## src/cnn_pkg.sv

```systemverilog
`default_nettype none

package cnn_pkg;

    // --------------------
    // float format
    // --------------------

    // IEEE-754 single precision laid out as sign, exponent, fraction.
    localparam int FLOAT_EXP_W = 8;     // exponent field width.
    localparam int FLOAT_MAN_W = 23;    // stored fraction width without the hidden bit.
    localparam int FLOAT_BIAS  = 127;   // exponent bias.

    typedef logic [FLOAT_EXP_W+FLOAT_MAN_W:0] float_t;

    // --------------------
    // strobed value
    // --------------------

    // the value is meaningful only in a cycle where valid is high.
    typedef struct packed {
        logic   valid;
        float_t value;
    } result_t;

endpackage

`default_nettype wire

```

## src/bias_relu.sv

```systemverilog
`default_nettype none

module bias_relu #(
    // default is +2.0.
    parameter cnn_pkg::float_t BIAS =
        cnn_pkg::float_t'((cnn_pkg::FLOAT_BIAS + 1) << cnn_pkg::FLOAT_MAN_W)
) (
    input  logic              clk,
    input  logic              rst,
    input  cnn_pkg::result_t  tree_sum,
    output cnn_pkg::result_t  activation
);
    import cnn_pkg::*;

    localparam int SIGN_BIT = FLOAT_EXP_W + FLOAT_MAN_W;

    float_t biased_d;
    float_t biased_q;
    logic   biased_valid;

    // --------------------
    // bias stage
    // --------------------

    fp_add u_bias_add (
        .a   (tree_sum.value),
        .b   (BIAS),
        .sum (biased_d)
    );

    always_ff @(posedge clk or posedge rst) begin
        if (rst) begin
            biased_valid <= 1'b0;
        end else begin
            biased_valid <= tree_sum.valid;
        end
    end

    always_ff @(posedge clk) begin
        if (tree_sum.valid) begin
            biased_q <= biased_d;
        end
    end

    // --------------------
    // relu stage
    // --------------------

    always_ff @(posedge clk or posedge rst) begin
        if (rst) begin
            activation <= '0;
        end else begin
            activation.valid <= biased_valid;
            if (biased_valid) begin
                // any set sign bit becomes +0, which also catches -0.
                activation.value <= biased_q[SIGN_BIT] ? '0 : biased_q;
            end
        end
    end

    a_relu_positive: assert property (
        @(posedge clk) disable iff (rst)
        activation.valid |-> !activation.value[SIGN_BIT]
    ) else $error("activation has its sign bit set.");

    a_relu_latency: assert property (
        @(posedge clk) disable iff (rst)
        activation.valid == $past(tree_sum.valid, 2)
    ) else $error("activation valid does not follow tree_sum valid by 2 cycles.");

endmodule

`default_nettype wire

```

## src/fp_add.sv

```systemverilog
`default_nettype none

module fp_add (
    input  cnn_pkg::float_t a,
    input  cnn_pkg::float_t b,
    output cnn_pkg::float_t sum
);
    import cnn_pkg::*;

    localparam int SB  = FLOAT_EXP_W + FLOAT_MAN_W;  // sign bit position.
    localparam int MW  = FLOAT_MAN_W + 1;            // mantissa with the hidden bit.
    localparam int AW  = MW + 3;                     // plus guard, round and sticky.
    localparam int SW  = FLOAT_EXP_W + 2;            // signed exponent with headroom.
    localparam int LZW = $clog2(AW);

    logic [FLOAT_EXP_W-1:0]  exp_a;
    logic [FLOAT_EXP_W-1:0]  exp_b;
    logic [MW-1:0]           man_a;
    logic [MW-1:0]           man_b;
    logic                    a_big;
    logic                    sign_l;
    logic                    sign_s;
    logic [FLOAT_EXP_W-1:0]  exp_l;
    logic [FLOAT_EXP_W-1:0]  exp_s;
    logic [MW-1:0]           man_l;
    logic [MW-1:0]           man_s;
    logic [FLOAT_EXP_W-1:0]  exp_diff;
    logic [FLOAT_EXP_W-1:0]  shift_amt;
    logic [MW+AW-2:0]        shifted;
    logic [AW-1:0]           aligned;
    logic                    eff_sub;
    logic [AW:0]             sum_raw;
    logic [LZW-1:0]          lz;
    logic [AW-1:0]           norm;
    logic signed [SW-1:0]    exp_norm;
    logic                    round_up;
    logic [MW:0]             man_rnd;
    logic [SW-1:0]           exp_rnd;
    logic [FLOAT_MAN_W-1:0]  frac_out;

    // --------------------
    // unpack and order
    // --------------------

    // subnormal operands have a zero exponent and are read as zero.
    assign exp_a = a[SB-1 -: FLOAT_EXP_W];
    assign exp_b = b[SB-1 -: FLOAT_EXP_W];
    assign man_a = (exp_a == '0) ? '0 : {1'b1, a[FLOAT_MAN_W-1:0]};
    assign man_b = (exp_b == '0) ? '0 : {1'b1, b[FLOAT_MAN_W-1:0]};

    assign a_big = {exp_a, man_a} >= {exp_b, man_b};

    always_comb begin
        if (a_big) begin
            sign_l = a[SB];
            exp_l  = exp_a;
            man_l  = man_a;
            sign_s = b[SB];
            exp_s  = exp_b;
            man_s  = man_b;
        end else begin
            sign_l = b[SB];
            exp_l  = exp_b;
            man_l  = man_b;
            sign_s = a[SB];
            exp_s  = exp_a;
            man_s  = man_a;
        end
    end

    // --------------------
    // align and add
    // --------------------

    // beyond AW places the smaller operand only feeds the sticky bit.
    assign exp_diff  = exp_l - exp_s;
    assign shift_amt = (exp_diff > FLOAT_EXP_W'(AW)) ? FLOAT_EXP_W'(AW) : exp_diff;
    assign shifted   = {man_s, {(AW-1){1'b0}}} >> shift_amt;
    assign aligned   = {shifted[MW+AW-2 -: AW-1], |shifted[MW-1:0]};

    assign eff_sub = sign_l ^ sign_s;
    assign sum_raw = eff_sub ? ({1'b0, man_l, 3'b000} - {1'b0, aligned})
                             : ({1'b0, man_l, 3'b000} + {1'b0, aligned});

    // --------------------
    // normalize and round
    // --------------------

    always_comb begin
        lz = '0;
        for (int i = 0; i < AW; i++) begin
            if (sum_raw[i]) begin
                lz = LZW'(AW - 1 - i);  // the highest set bit wins.
            end
        end
    end

    always_comb begin
        if (sum_raw[AW]) begin
            // a carry out shifts right once and folds the lost bit into sticky.
            norm     = {sum_raw[AW:2], sum_raw[1] | sum_raw[0]};
            exp_norm = SW'(exp_l) + SW'(1);
        end else begin
            norm     = sum_raw[AW-1:0] << lz;
            exp_norm = SW'(exp_l) - SW'(lz);
        end
    end

    // round to nearest, ties to the even mantissa.
    assign round_up = norm[2] & (norm[1] | norm[0] | norm[3]);
    assign man_rnd  = {1'b0, norm[AW-1:3]} + {{MW{1'b0}}, round_up};
    assign exp_rnd  = exp_norm + SW'(man_rnd[MW]);
    assign frac_out = man_rnd[FLOAT_MAN_W-1:0];  // a rounding carry leaves these bits zero.

    always_comb begin
        if (sum_raw == '0) begin
            sum = '0;  // exact cancellation is always +0.
        end else if (exp_norm <= 0) begin
            sum = {sign_l, {SB{1'b0}}};
        end else begin
            sum = {sign_l, exp_rnd[FLOAT_EXP_W-1:0], frac_out};
        end
    end

endmodule

`default_nettype wire

```

## config.mk

```make
export PLATFORM = sky130hd
export DESIGN_NAME = bias_relu
export DESIGN_NICKNAME = d
export VERILOG_FILES = /design/src/cnn_pkg.sv /design/src/bias_relu.sv /design/src/fp_add.sv
export SDC_FILE = /design/constraint.sdc
export NUM_CORES = 1
export LEC_CHECK = 0
export BUFFER_PORTS_ARGS = -buffer_cell sky130_fd_sc_hd__buf_2
export CAP_MARGIN = 10
export CORE_AREA = 4 4 158 160
export CTS_BUF_LIST = sky130_fd_sc_hd__clkbuf_8
export CTS_CLUSTER_SIZE = 25
export DETAILED_ROUTE_END_ITERATION = 7
export DIE_AREA = 0 0 162 164
export GPL_TIMING_DRIVEN = 0
export PLACE_DENSITY = 0.79
export SYNTH_ARGS = -nofsm -noshare
export SYNTH_HDL_FRONTEND = slang
export SYNTH_SLANG_ARGS = --single-unit
```

## constraint.sdc

```tcl
create_clock -name clk -period 1.02 [get_ports clk]
set_clock_uncertainty 0.05 [all_clocks]
set_input_delay 0 -clock clk [delete_from_list [all_inputs] [get_ports clk]]
set_output_delay 0 -clock clk [all_outputs]
set_load 0.02 [all_outputs]
```

==> flow_summary.html, run 1 <==
<table>
<tr><th>Metric</th><th>Value</th></tr>
<tr><th colspan="2">Synthesis</th></tr>
<tr><td>Xor-xnor portion of the synthesized cell area</td><td>3.98%</td></tr>
<tr><td>Count of different cell masters after synthesis</td><td>117</td></tr>
<tr><td>Largest cells by area after synthesis</td><td>edfxtp_1 (8.1%), dfrtp_1 (7.0%), ha_1 (6.2%)</td></tr>
<tr><td>Ys Warns</td><td>0</td></tr>
<tr><td>Combinational family with the most area after synthesis</td><td>compound AO/OA/AOI/OAI gates</td></tr>
<tr><td>Summed instance area of the synthesized netlist</td><td>11,900 sq um</td></tr>
<tr><td>Post-synthesis sequential area ratio</td><td>15.1%</td></tr>
<tr><td>Mux contribution to synthesized area</td><td>6.08%</td></tr>
<tr><td>Async set-reset flop share out of synthesis</td><td>50.8%</td></tr>
<tr><td>Fraction of the mapped netlist area in adder cells</td><td>6.56%</td></tr>
<tr><td>Simple-Gate Fraction of Synth Area</td><td>27.9%</td></tr>
<tr><td>Number of flops mapped to enable cells by yosys</td><td>32</td></tr>
<tr><td>Compound-cell area share of the yosys netlist</td><td>32.2%</td></tr>
<tr><td>Syn Inst Count</td><td>1,640</td></tr>
<tr><td>Post-synth top area cell</td><td>edfxtp_1</td></tr>
<tr><td>Most common flop cell mapped by yosys</td><td>dfrtp_1</td></tr>
<tr><td>Mean Syn Cell Area</td><td>7.23 sq um</td></tr>
<tr><td>Number of synthesized register bits</td><td>65</td></tr>
<tr><td>Top-area cell type share of the netlist area</td><td>8.10%</td></tr>
<tr><th colspan="2">Timing</th></tr>
<tr><td>Slew Limit Headroom</td><td>38.1%</td></tr>
<tr><td>Share of the clock period used by the worst path after layout</td><td>836%</td></tr>
<tr><td>Final slew viol count</td><td>0</td></tr>
<tr><td>FMAX</td><td>117 MHz</td></tr>
<tr><td>RSZ-0062 raised after global routing</td><td>true</td></tr>
<tr><td>Transition at the pin with the smallest max-transition slack</td><td>0.903 ns</td></tr>
<tr><td>Final Hold Fails</td><td>0</td></tr>
<tr><td>Setup WS post-layout</td><td>-7.51 ns</td></tr>
<tr><td>Final Critical Period</td><td>8.53 ns</td></tr>
<tr><td>Endpoints failing setup</td><td>62</td></tr>
<tr><th colspan="2">Placement</th></tr>
<tr><td>Port Buffer Count</td><td>64</td></tr>
<tr><td>Final RePlAce weighted congestion</td><td>1.04</td></tr>
<tr><td>Cell count after placement</td><td>2,024</td></tr>
<tr><td>HPWL reported at the end of detailed placement</td><td>38,900 um</td></tr>
<tr><td>Pre-CTS WS</td><td>-9.51 ns</td></tr>
<tr><th colspan="2">Worst setup path</th></tr>
<tr><td>Launch point of the worst reg-to-reg path</td><td>biased_valid</td></tr>
<tr><td>Critical path startpoint category</td><td>primary input</td></tr>
<tr><td>Worst Path Max Fanout</td><td>11</td></tr>
<tr><td>Setup slack on the worst flop-to-flop path</td><td>-0.17 ns</td></tr>
<tr><td>Terminus of the critical flop-to-flop path</td><td>activation[11]</td></tr>
<tr><td>Endpoint arrival time on the critical path</td><td>8.59 ns</td></tr>
<tr><td>Required time at the worst-slack endpoint</td><td>1.08 ns</td></tr>
<tr><td>Largest stage delay on the critical path</td><td>0.48 ns</td></tr>
<tr><td>Cell occurring most often along the worst timing path</td><td>buf_6</td></tr>
<tr><td>Type of the setup path with the least slack</td><td>in2reg</td></tr>
<tr><td>Slowest stage cell on the critical path</td><td>o41a_1</td></tr>
<tr><td>Logic depth of the worst register-to-register path</td><td>5</td></tr>
<tr><td>Kind of end point of the critical path</td><td>flop</td></tr>
<tr><th colspan="2">Clocking</th></tr>
<tr><td>CTS root buffer</td><td>clkbuf_8</td></tr>
<tr><td>Number of CTS-inserted buffers</td><td>9</td></tr>
<tr><td>H-tree depth</td><td>3</td></tr>
<tr><td>Buffers from clock root to sink, at most</td><td>2</td></tr>
<tr><td>Clock latency reported for the late side of the worst-skew pair</td><td>0.35 ns</td></tr>
<tr><td>Clk sinks</td><td>65</td></tr>
<tr><td>CTS tree</td><td>done</td></tr>
<tr><td>Clock transition time at the flip-flop clock pins of the worst setup and hold paths</td><td>0.08 ns</td></tr>
<tr><th colspan="2">GRT</th></tr>
<tr><td>Vias in the first global route</td><td>14,100</td></tr>
<tr><td>Remaining global-route overflow</td><td>0</td></tr>
<tr><td>Largest net degree at the start of global routing</td><td>34</td></tr>
<tr><td>Initial antenna violation count</td><td>0</td></tr>
<tr><td>First-pass GRT wire length</td><td>79,600 um</td></tr>
<tr><td>Total routing usage reported by global routing</td><td>37.7%</td></tr>
<tr><th colspan="2">Outcome</th></tr>
<tr><td>Result of the run</td><td>finished with violations</td></tr>
<tr><td>Failing checks</td><td>setup timing</td></tr>
<tr><th colspan="2">Floorplanning</th></tr>
<tr><td>Effective utilization at floorplan</td><td>50.7%</td></tr>
<tr><td>Row cnt</td><td>56</td></tr>
<tr><td>Die outline area</td><td>26,600 sq um</td></tr>
<tr><td>Die Width</td><td>162 um</td></tr>
<tr><td>Y dimension of the die</td><td>164 um</td></tr>
<tr><td>Number of top-level pins</td><td>68</td></tr>
<tr><td>Core area</td><td>23,400 sq um</td></tr>
<tr><th colspan="2">Final layout</th></tr>
<tr><td>Share of final-layout standard cells stronger than drive strength 1</td><td>35.0%</td></tr>
<tr><td>Most common cell after layout, fill and taps aside</td><td>buf_4</td></tr>
<tr><td>Sequential cell area</td><td>1790 sq um</td></tr>
<tr><td>Area of the multi-input gates</td><td>10,900 sq um</td></tr>
<tr><td>Final instance count without filler cells</td><td>2,195</td></tr>
<tr><td>Top library cells by usage in the layout, fill and taps aside</td><td>buf_4 (155), nand2_1 (135), nor2_1 (125), inv_1 (93), a21oi_1 (88)</td></tr>
<tr><td>Number of inserted filler cells in the final layout</td><td>1,874</td></tr>
<tr><td>Area added between synthesis and finish</td><td>37.6%</td></tr>
<tr><td>Final antenna diode count</td><td>0</td></tr>
<tr><td>Number of nets in the finished design</td><td>1,967</td></tr>
<tr><th colspan="2">Detailed routing</th></tr>
<tr><td>Drt first pass iters</td><td>6</td></tr>
<tr><td>Avg WL per Cell</td><td>24.7 um</td></tr>
<tr><td>1st-iter DRT viols</td><td>2,031</td></tr>
<tr><td>Via-per-instance ratio</td><td>6.82</td></tr>
<tr><td>DRC</td><td>0</td></tr>
<tr><td>Final wirelength</td><td>54,300 um</td></tr>
<tr><td>Via Count</td><td>15,000</td></tr>
<tr><td>Number of routed nets with antenna violations</td><td>0</td></tr>
<tr><th colspan="2">Job</th></tr>
<tr><td>Maxcap violations</td><td>0</td></tr>
<tr><th colspan="2">Power</th></tr>
<tr><td>Leakage power total</td><td>6.99 nW</td></tr>
<tr><td>Cell area power density</td><td>1250 nW/um^2</td></tr>
<tr><td>Peak VDD IR</td><td>0.000951 V</td></tr>
<tr><th colspan="2">Worst hold path</th></tr>
<tr><td>Min-Delay Endpoint</td><td>biased_valid</td></tr>
<tr><td>Hold Path Stages</td><td>1</td></tr>
<tr><td>Launch point of the worst hold path</td><td>tree_sum[32]</td></tr>
<tr><td>Hold Path Class</td><td>in2reg</td></tr>
</table>
-- cells by family after synthesis --
kind of cell,count (synthesis)
muxes,65
xor gates and xnor gates,53
other,2
buffers and inverters,208
adders and majority gates,61
and+or+nand+nor,654
DFF,65
AOI/OAI and AO/OA,532
-- cells in the mapped netlist, types with 32 or more instances --
library cell	count
nand2_1	179
nor2_1	142
a21oi_1	100
inv_1	98
o21ai_0	91
nand3_1	62
ha_1	59
clkbuf_1	48
and2_1	47
nor3_1	47
mux2i_1	44
xnor2_1	36
dfrtp_1	33
a211oi_1	32
edfxtp_1	32
-- metal layers --
metal	wire length [um]	vias up	global-route usage (%)	part of all wire, %
li1	-	6593	-	-
met1	20400	6971	48.3	38
met2	24300	1121	60.3	45
met3	5660	281	5.87	10
met4	3910	0	22.3	7.2
met5	0	-	0	0
-- sequential cells by signal, summed over array words and instances (netlist names) --
register      count
activation       32
biased_valid      1
biased_q         32
-- critical path, delay by kind of cell --
kind                       cells  cell delay, ns
AOI/OAI and AO/OA             15            4.08
and+or+nand+nor               11            1.85
buffers and inverters          9            1.41
adders and majority gates      3            0.56
xor gates and xnor gates       2            0.39
muxes                          1            0.26
-- area by class of cell --
type	instances	area share (%)
Buffer	94	5.02
Clock buffer	9	0.759
Clock inverter	7	0.513
Inverter	103	2.50
Multi-Input combinational cell	1368	66.9
Sequential cell	65	11.0
Tap cell	319	2.44
Timing Repair Buffer	230	10.9
-- metrics by stage --
step / total power, mW / hold WS, ns / TNS (ns) / util [%] / area [sq um]
floorplan: 11.1 / -0.0186 / -201.71 / - / 12200
global placement: 13.9 / 0.300 / -293.39 / 55.0 / 12900
detailed placement: 13.9 / 0.312 / -290.84 / 55.0 / 12900
CTS: 18.3 / -0.0591 / -210.44 / 65.1 / 15200
global route: 21.1 / 0.135 / -229.25 / 69.8 / 16300
finish: 20.3 / 0.103 / -220.55 / 69.8 / 16300
-- how the worst max path moves through the flow --
stage                  from  cells after the start  slack [ns]           end
3_3_place_gp   tree_sum[25]                     41       -9.67  biased_q[29]
2_1_floorplan  tree_sum[28]                     43       -7.01  biased_q[29]
4_1_cts        tree_sum[29]                     45       -7.12  biased_q[29]
6_report       tree_sum[23]                     41       -7.51  biased_q[29]
3_5_place_dp   tree_sum[25]                     40       -9.51  biased_q[29]
5_1_grt        tree_sum[24]                     45       -7.78  biased_q[29]
-- what timing repair did --
item / in CTS / in global routing
setup endpoints to repair: 63 / 63
resized for setup: 323 / 150
hold endpoints to repair: 33 / 33
pin swaps: 103 / 47
gates cloned: 4 / 2
setup buffers: 111 / 48
-- report_power, final --
part | leakage (nW) | internal (mW) | switching, mW
clock | 0.103 | 1.17 | 1.12
combinational | 6.15 | 5.82 | 8.42
sequential | 0.738 | 3.44 | 0.356
total | 6.99 | 10.4 | 9.90
(Power assumes the default switching activity.)
==> inputs of run 2 (changes only) <==
--- a/config.mk
+++ b/config.mk
@@ -14,6 +14,7 @@
 export DIE_AREA = 0 0 162 164
 export GPL_TIMING_DRIVEN = 0
 export PLACE_DENSITY = 0.79
+export RECOVER_POWER = 50
 export SYNTH_ARGS = -nofsm -noshare
 export SYNTH_HDL_FRONTEND = slang
 export SYNTH_SLANG_ARGS = --single-unit
==> flow_summary.html, run 2 (synthesis results as in run 1) <==
<table>
<tr><th>Metric</th><th>Value</th></tr>
<tr><th colspan="2">GRT</th></tr>
<tr><td>Busiest grt layer</td><td>met2 (unchanged)</td></tr>
<tr><td>First-pass GRT wire length</td><td>79,600 um (unchanged)</td></tr>
<tr><td>Global routing usage on met2</td><td>60.3% (unchanged)</td></tr>
<tr><td>Vias in the first global route</td><td>14,100 (unchanged)</td></tr>
<tr><td>Remaining global-route overflow</td><td>0 (unchanged)</td></tr>
<tr><td>Initial antenna violation count</td><td>0 (unchanged)</td></tr>
<tr><td>Largest net degree at the start of global routing</td><td>34 (unchanged)</td></tr>
<tr><td>Met1 capacity usage during global routing</td><td>48.3% (unchanged)</td></tr>
<tr><td>Global-route track usage on met3</td><td>5.87% (unchanged)</td></tr>
<tr><td>Total routing usage reported by global routing</td><td>37.7% (unchanged)</td></tr>
<tr><th colspan="2">Timing</th></tr>
<tr><td>Setup WS post-layout</td><td>-7.53 ns (was -7.51 ns)</td></tr>
<tr><td>Endpoints failing setup</td><td>63 (was 62)</td></tr>
<tr><td>Transition at the pin with the smallest max-transition slack</td><td>0.893 ns (was 0.903 ns)</td></tr>
<tr><td>FMAX</td><td>117 MHz (about the same)</td></tr>
<tr><td>Slew Limit Headroom</td><td>38.8% (was 38.1%)</td></tr>
<tr><td>Final Hold Fails</td><td>0 (unchanged)</td></tr>
<tr><td>Final slew viol count</td><td>0 (unchanged)</td></tr>
<tr><td>Final Critical Period</td><td>8.55 ns (was 8.53 ns)</td></tr>
<tr><td>Share of the clock period used by the worst path after layout</td><td>839% (was 836%)</td></tr>
<tr><td>RSZ-0062 raised after global routing</td><td>true (unchanged)</td></tr>
<tr><th colspan="2">Worst setup path</th></tr>
<tr><td>Worst Path Max Fanout</td><td>11 (unchanged)</td></tr>
<tr><td>Largest stage delay on the critical path</td><td>0.49 ns (was 0.48 ns)</td></tr>
<tr><td>Type of the setup path with the least slack</td><td>in2reg (unchanged)</td></tr>
<tr><td>Slowest stage cell on the critical path</td><td>o41a_1 (unchanged)</td></tr>
<tr><td>Kind of end point of the critical path</td><td>flop (unchanged)</td></tr>
<tr><td>Setup slack on the worst flop-to-flop path</td><td>-0.16 ns (was -0.17 ns)</td></tr>
<tr><td>Required time at the worst-slack endpoint</td><td>1.08 ns (about the same)</td></tr>
<tr><td>Critical path startpoint category</td><td>primary input (unchanged)</td></tr>
<tr><td>Endpoint arrival time on the critical path</td><td>8.61 ns (was 8.59 ns)</td></tr>
<tr><td>Cell occurring most often along the worst timing path</td><td>buf_6 (unchanged)</td></tr>
<tr><th colspan="2">Floorplanning</th></tr>
<tr><td>Number of top-level pins</td><td>68 (unchanged)</td></tr>
<tr><td>Die Width</td><td>162 um (unchanged)</td></tr>
<tr><td>Die outline area</td><td>26,600 sq um (unchanged)</td></tr>
<tr><td>Row cnt</td><td>56 (unchanged)</td></tr>
<tr><td>Y dimension of the die</td><td>164 um (unchanged)</td></tr>
<tr><td>Core area</td><td>23,400 sq um (unchanged)</td></tr>
<tr><td>Effective utilization at floorplan</td><td>50.7% (unchanged)</td></tr>
<tr><th colspan="2">Job</th></tr>
<tr><td>Maxcap violations</td><td>0 (unchanged)</td></tr>
<tr><th colspan="2">Clocking</th></tr>
<tr><td>Number of CTS-inserted buffers</td><td>9 (unchanged)</td></tr>
<tr><td>Clock transition time at the flip-flop clock pins of the worst setup and hold paths</td><td>0.08 ns (about the same)</td></tr>
<tr><td>CTS tree</td><td>done (unchanged)</td></tr>
<tr><td>H-tree depth</td><td>3 (unchanged)</td></tr>
<tr><td>CTS root buffer</td><td>clkbuf_8 (unchanged)</td></tr>
<tr><td>Clock latency reported for the late side of the worst-skew pair</td><td>0.35 ns (about the same)</td></tr>
<tr><td>Buffers from clock root to sink, at most</td><td>2 (unchanged)</td></tr>
<tr><td>Clk sinks</td><td>65 (unchanged)</td></tr>
<tr><th colspan="2">Detailed routing</th></tr>
<tr><td>Final wirelength</td><td>54,300 um (about the same)</td></tr>
<tr><td>Number of routed nets with antenna violations</td><td>0 (unchanged)</td></tr>
<tr><td>Via Count</td><td>15,000 (about the same)</td></tr>
<tr><td>Via-per-instance ratio</td><td>6.85 (was 6.82)</td></tr>
<tr><td>Drt first pass iters</td><td>6 (unchanged)</td></tr>
<tr><td>Avg WL per Cell</td><td>24.8 um (was 24.7 um)</td></tr>
<tr><td>1st-iter DRT viols</td><td>2,039 (was 2,031)</td></tr>
<tr><td>DRC</td><td>0 (unchanged)</td></tr>
<tr><th colspan="2">Outcome</th></tr>
<tr><td>Result of the run</td><td>finished with violations (unchanged)</td></tr>
<tr><td>Failing checks</td><td>setup timing (unchanged)</td></tr>
<tr><th colspan="2">Power</th></tr>
<tr><td>Peak VDD IR</td><td>0.000950 V (was 0.000951 V)</td></tr>
<tr><td>Leakage power total</td><td>6.98 nW (was 6.99 nW)</td></tr>
<tr><td>Cell area power density</td><td>1250 nW/um^2 (about the same)</td></tr>
<tr><th colspan="2">Final layout</th></tr>
<tr><td>Number of nets in the finished design</td><td>1,967 (unchanged)</td></tr>
<tr><td>Top library cells by usage in the layout, fill and taps aside</td><td>buf_4 (155), nand2_1 (135), nor2_1 (125), inv_1 (93), a21oi_1 (88) (unchanged)</td></tr>
<tr><td>Final cell utilization of the core</td><td>69.6% (was 69.8%)</td></tr>
<tr><td>Area added between synthesis and finish</td><td>37.4% (was 37.6%)</td></tr>
<tr><td>Design area</td><td>16,300 sq um (about the same)</td></tr>
<tr><td>Final antenna diode count</td><td>0 (unchanged)</td></tr>
<tr><td>Largest registers</td><td>activation x32, biased_q x32, biased_valid x1 (unchanged)</td></tr>
<tr><td>Share of final-layout standard cells stronger than drive strength 1</td><td>35.0% (about the same)</td></tr>
<tr><td>Final instance count without filler cells</td><td>2,195 (unchanged)</td></tr>
<tr><td>Number of inserted filler cells in the final layout</td><td>1,878 (was 1,874)</td></tr>
<tr><td>Most common cell after layout, fill and taps aside</td><td>buf_4 (unchanged)</td></tr>
<tr><th colspan="2">Placement</th></tr>
<tr><td>Final RePlAce weighted congestion</td><td>1.04 (unchanged)</td></tr>
<tr><td>HPWL reported at the end of detailed placement</td><td>38,900 um (unchanged)</td></tr>
<tr><td>Cell count after placement</td><td>2,024 (unchanged)</td></tr>
<tr><td>Port Buffer Count</td><td>64 (unchanged)</td></tr>
<tr><td>Area after DPL</td><td>12,900 sq um (unchanged)</td></tr>
<tr><th colspan="2">Worst hold path</th></tr>
<tr><td>Hold Path Class</td><td>in2async (was in2reg)</td></tr>
</table>
[run 2: cell count changes in the layout (fill, tap and decap cells not counted), sizes merged]
cell,delta
buf,-3
clkbuf,+3
[run 2: path summary, 6_finish.rpt]
| kind | startpoint | end | cells past startpoint |
|---|---|---|---|
| min reg2reg | biased_q[10] | activation[10] | 2 |
| max in group asynchronous | rst | activation[12] | 4 |
| max reg2reg | biased_valid | activation[11] | 5 |
| min in group clk | tree_sum[28] | biased_q[30] | 4 |
| min | rst | activation[28] | 3 |
| max | tree_sum[23] | biased_q[29] | 39 |
[run 2: power by group]
part	internal (mW)	leakage (nW)	switching [mW]
Clock	1.17	0.103	1.12
Sequential	3.44	0.738	0.356
Combinational	5.81	6.14	8.42
[run 2: repair_timing]
item | 4_1_cts | 5_1_grt
gates resized for setup | 323 | 150
endpoints found under the setup margin | 63 | 63
pin swaps | 103 | 47
setup buffers | 111 | 48
gates cloned | 4 | 2
hold endpoints to repair | 33 | 33
[run 2: final cells by class]
| class | count | area [sq um] | share of cell area (%) |
|---|---|---|---|
| buffer | 94 | 820 | 5.03 |
| clock buffer | 9 | 124 | 0.760 |
| clock inverter | 7 | 83.8 | 0.514 |
| inverter | 103 | 408 | 2.50 |
| multi-input combinational | 1368 | 10900 | 67.0 |
| sequential | 65 | 1790 | 11.0 |
| tap | 319 | 399 | 2.45 |
| timing repair buffer | 230 | 1750 | 10.8 |
[run 2: worst max-delay path, delay by kind of cell]
| kind | cells | cell delay [ns] |
|---|---|---|
| AO/OA/AOI/OAI | 11 | 3.35 |
| AND/OR/NAND/NOR | 15 | 2.63 |
| buffers and inverters | 6 | 0.98 |
| multiplexers | 2 | 0.66 |
| adder cells (fa/ha/maj) | 3 | 0.57 |
| XOR/XNOR | 2 | 0.39 |
[run 2: metal layers]
layer  share of wire [%]  vias to the layer above
li1                    -                     6595
met1                  38                     7037
met2                  45                     1109
met3                  10                      285
met4                 7.3                        0
met5                   0                        -
[run 2: through the flow]
step / setup TNS (ns) / setup WS [ns] / power (mW) / hold WS, ns
6_report: -221.56 / -7.53 / 20.3 / 0.101
5_1_grt: -229.46 / -7.78 / 21.1 / 0.121
2_1_floorplan: -201.71 / -7.01 / 11.1 / -0.0186
3_3_place_gp: -293.39 / -9.67 / 13.9 / 0.300
3_5_place_dp: -290.84 / -9.51 / 13.9 / 0.312
4_1_cts: -210.44 / -7.12 / 18.3 / -0.0591
==> inputs of run 3 (changes only) <==
--- a/config.mk
+++ b/config.mk
@@ -5,7 +5,7 @@
 export SDC_FILE = /design/constraint.sdc
 export NUM_CORES = 1
 export LEC_CHECK = 0
-export BUFFER_PORTS_ARGS = -buffer_cell sky130_fd_sc_hd__buf_2
+export BUFFER_PORTS_ARGS = -buffer_cell sky130_fd_sc_hd__buf_4
 export CAP_MARGIN = 10
 export CORE_AREA = 4 4 158 160
 export CTS_BUF_LIST = sky130_fd_sc_hd__clkbuf_8
==> flow_summary.html, run 3 (synthesis results as in run 1) <==
<table>
<tr><th>Metric</th><th>Value</th></tr>
<tr><th colspan="2">Final layout</th></tr>
<tr><td>Area added between synthesis and finish</td><td>33.4% (was 37.4%)</td></tr>
<tr><td>Top library cells by usage in the layout, fill and taps aside</td><td>buf_4 (181), nand2_1 (138), nor2_1 (130), inv_1 (97), a21oi_1 (89) (was buf_4 (155), nand2_1 (135), nor2_1 (125), inv_1 (93), a21oi_1 (88))</td></tr>
<tr><td>Share of final-layout standard cells stronger than drive strength 1</td><td>31.8% (was 35.0%)</td></tr>
<tr><td>Final antenna diode count</td><td>0 (unchanged)</td></tr>
<tr><td>Largest registers</td><td>activation x32, biased_q x32, biased_valid x1 (unchanged)</td></tr>
<tr><td>Final instance count without filler cells</td><td>2,151 (was 2,195)</td></tr>
<tr><td>Most common cell after layout, fill and taps aside</td><td>buf_4 (unchanged)</td></tr>
<tr><td>Number of nets in the finished design</td><td>1,923 (was 1,967)</td></tr>
<tr><th colspan="2">Worst setup path</th></tr>
<tr><td>Type of the setup path with the least slack</td><td>in2reg (unchanged)</td></tr>
<tr><td>Cell occurring most often along the worst timing path</td><td>buf_4 (was buf_6)</td></tr>
<tr><td>Critical path startpoint category</td><td>primary input (unchanged)</td></tr>
<tr><td>Endpoint arrival time on the critical path</td><td>8.72 ns (was 8.61 ns)</td></tr>
<tr><td>Crit path depth</td><td>43 (was 39)</td></tr>
<tr><td>Buf/Inv on CP</td><td>10 (was 6)</td></tr>
<tr><td>CP top delay family</td><td>compound AO/OA/AOI/OAI gates (unchanged)</td></tr>
<tr><td>Kind of end point of the critical path</td><td>flop (unchanged)</td></tr>
<tr><td>Setup slack on the worst flop-to-flop path</td><td>-0.24 ns (was -0.16 ns)</td></tr>
<tr><td>Worst Path Max Fanout</td><td>10 (was 11)</td></tr>
<tr><td>Required time at the worst-slack endpoint</td><td>1.07 ns (was 1.08 ns)</td></tr>
<tr><td>Slowest stage cell on the critical path</td><td>or4_4 (was o41a_1)</td></tr>
<tr><td>Largest stage delay on the critical path</td><td>0.59 ns (was 0.49 ns)</td></tr>
<tr><td>Logic depth of the worst register-to-register path</td><td>5 (unchanged)</td></tr>
<tr><th colspan="2">Timing</th></tr>
<tr><td>FMAX</td><td>115 MHz (was 117 MHz)</td></tr>
<tr><td>Setup WS post-layout</td><td>-7.65 ns (was -7.53 ns)</td></tr>
<tr><td>RSZ-0062 raised after global routing</td><td>true (unchanged)</td></tr>
<tr><td>Share of the clock period used by the worst path after layout</td><td>850% (was 839%)</td></tr>
<tr><td>Final Hold Fails</td><td>0 (unchanged)</td></tr>
<tr><td>Slew Limit Headroom</td><td>32.1% (was 38.8%)</td></tr>
<tr><td>Transition at the pin with the smallest max-transition slack</td><td>1.01 ns (was 0.893 ns)</td></tr>
<tr><td>Final slew viol count</td><td>0 (unchanged)</td></tr>
<tr><td>Final Critical Period</td><td>8.67 ns (was 8.55 ns)</td></tr>
<tr><td>Endpoints failing setup</td><td>95 (was 63)</td></tr>
<tr><th colspan="2">GRT</th></tr>
<tr><td>First-pass GRT wire length</td><td>78,600 um (was 79,600 um)</td></tr>
<tr><td>Total routing usage reported by global routing</td><td>37.4% (was 37.7%)</td></tr>
<tr><td>Initial antenna violation count</td><td>0 (unchanged)</td></tr>
<tr><td>Largest net degree at the start of global routing</td><td>34 (unchanged)</td></tr>
<tr><td>Remaining global-route overflow</td><td>0 (unchanged)</td></tr>
<tr><td>Vias in the first global route</td><td>13,700 (was 14,100)</td></tr>
<tr><th colspan="2">Power</th></tr>
<tr><td>Cell area power density</td><td>1250 nW/um^2 (about the same)</td></tr>
<tr><td>Switching share of power</td><td>48.2% (was 48.7%)</td></tr>
<tr><td>Relative contribution of combinational cells to total power</td><td>68.8% (was 70.0%)</td></tr>
<tr><td>Cell Int Power</td><td>10.3 mW (was 10.4 mW)</td></tr>
<tr><td>Relative contribution of sequential cells to total power</td><td>19.2% (was 18.7%)</td></tr>
<tr><td>Reported net switching power</td><td>9.56 mW (was 9.90 mW)</td></tr>
<tr><td>Total power draw</td><td>19.8 mW (was 20.3 mW)</td></tr>
<tr><td>Fraction of power consumed by the clock network</td><td>12.0% (was 11.3%)</td></tr>
<tr><td>Peak VDD IR</td><td>0.000884 V (was 0.000950 V)</td></tr>
<tr><td>Leakage power total</td><td>6.73 nW (was 6.98 nW)</td></tr>
<tr><th colspan="2">Floorplanning</th></tr>
<tr><td>Die Width</td><td>162 um (unchanged)</td></tr>
<tr><td>Core area</td><td>23,400 sq um (unchanged)</td></tr>
<tr><td>Die outline area</td><td>26,600 sq um (unchanged)</td></tr>
<tr><td>Effective utilization at floorplan</td><td>50.7% (unchanged)</td></tr>
<tr><td>Row cnt</td><td>56 (unchanged)</td></tr>
<tr><td>Number of top-level pins</td><td>68 (unchanged)</td></tr>
<tr><td>Y dimension of the die</td><td>164 um (unchanged)</td></tr>
<tr><th colspan="2">Detailed routing</th></tr>
<tr><td>Avg WL per Cell</td><td>25.1 um (was 24.8 um)</td></tr>
<tr><td>Final wirelength</td><td>53,900 um (was 54,300 um)</td></tr>
<tr><td>Via Count</td><td>14,700 (was 15,000)</td></tr>
<tr><td>DRC</td><td>0 (unchanged)</td></tr>
<tr><td>1st-iter DRT viols</td><td>1,668 (was 2,039)</td></tr>
<tr><td>Drt first pass iters</td><td>7 (was 6)</td></tr>
<tr><td>Number of routed nets with antenna violations</td><td>0 (unchanged)</td></tr>
<tr><td>Via-per-instance ratio</td><td>6.85 (about the same)</td></tr>
<tr><th colspan="2">Placement</th></tr>
<tr><td>Port Buffer Count</td><td>64 (unchanged)</td></tr>
<tr><td>HPWL reported at the end of detailed placement</td><td>39,600 um (was 38,900 um)</td></tr>
<tr><td>Cell count after placement</td><td>2,024 (unchanged)</td></tr>
<tr><td>Pre-CTS WS</td><td>-9.56 ns (was -9.51 ns)</td></tr>
<tr><td>Final RePlAce weighted congestion</td><td>1.02 (was 1.04)</td></tr>
<tr><th colspan="2">Outcome</th></tr>
<tr><td>Result of the run</td><td>finished with violations (unchanged)</td></tr>
<tr><td>Failing checks</td><td>setup timing (unchanged)</td></tr>
<tr><th colspan="2">Clocking</th></tr>
<tr><td>Clock latency reported for the late side of the worst-skew pair</td><td>0.34 ns (was 0.35 ns)</td></tr>
<tr><td>Clk sinks</td><td>65 (unchanged)</td></tr>
<tr><td>H-tree depth</td><td>3 (unchanged)</td></tr>
<tr><td>Number of CTS-inserted buffers</td><td>9 (unchanged)</td></tr>
<tr><td>CTS root buffer</td><td>clkbuf_8 (unchanged)</td></tr>
<tr><td>Buffers from clock root to sink, at most</td><td>2 (unchanged)</td></tr>
<tr><td>Clock transition time at the flip-flop clock pins of the worst setup and hold paths</td><td>0.08 ns (about the same)</td></tr>
<tr><td>CTS tree</td><td>done (unchanged)</td></tr>
<tr><th colspan="2">Job</th></tr>
<tr><td>Maxcap violations</td><td>0 (unchanged)</td></tr>
<tr><th colspan="2">Worst hold path</th></tr>
<tr><td>Hold Path Class</td><td>in2async (unchanged)</td></tr>
</table>
-- run 3: changes by cell type in the layout (fill, tap and decap cells not counted), moves of 5 or more --
cell     change
and2_1       +5
buf_12       -6
buf_2       -58
buf_4       +26
buf_6        -7
nand2_2      -5
nor2_1       +5
o21ai_2      +6
-- run 3: area by class of cell --
type                            instances  area (sq um)
Buffer                                 95           766
Clock buffer                            9           124
Clock inverter                          7          87.6
Fill cell                            1946          7580
Inverter                              103           405
Multi-Input combinational cell       1368         10800
Sequential cell                        65          1790
Tap cell                              319           399
Timing Repair Buffer                  185          1500
-- run 3: routing by layer --
layer  track usage, %  up-vias  wire length, um
li1                 -     6497                -
met1             47.4     6914            20500
met2             60.0     1035            24100
met3             6.75      283             5350
met4             21.5        0             3930
met5                0        -                0
-- run 3: timing repair --
item / in CTS / in global routing
gates cloned: 4 / 0
hold buffers: 1 / 1
endpoints found under the setup margin: 63 / 95
gates resized for setup: 254 / 167
pin swaps: 87 / 50
buffers inserted: 66 / 48
hold endpoints to repair: 34 / 9
-- run 3: path summary, 6_finish.rpt --
| check | startpoint | end |
|---|---|---|
| min reg2reg | biased_q[15] | activation[15] |
| min | rst | activation[27] |
| max in group asynchronous | rst | activation[18] |
| max reg2reg | biased_q[31] | activation[2] |
| max | tree_sum[24] | biased_q[29] |
| min in group clk | tree_sum[28] | biased_q[30] |
-- run 3: per-stage QoR --
step	util, %	area [sq um]	setup TNS, ns	hold slack, ns
finish	67.6	15800	-226.01	0.132
global route	67.6	15800	-233.51	0.175
CTS	63.4	14800	-215.31	-0.0375
detailed placement	55.7	13000	-290.49	0.308
global placement	55.7	13000	-289.73	0.302
floorplan	-	12200	-201.71	-0.0186
-- run 3: power groups by stage --
stage	clock (mW)	sequential (mW)	combinational, mW
6_report	2.38	3.82	13.6
5_1_grt	2.51	3.86	14.3
4_1_cts	2.29	3.69	12.0
3_5_place_dp	0	3.68	10.5
3_3_place_gp	0	3.65	10.5
2_1_floorplan	0	3.89	7.17
-- run 3: worst reg2reg max path, stage by stage, from the launching register on --
cell and delay [ns]:
edfxtp_1 0.45, nor2b_4 0.19, buf_12 0.14, buf_12 0.13, nand2_2 0.05, o21ai_1 0.16
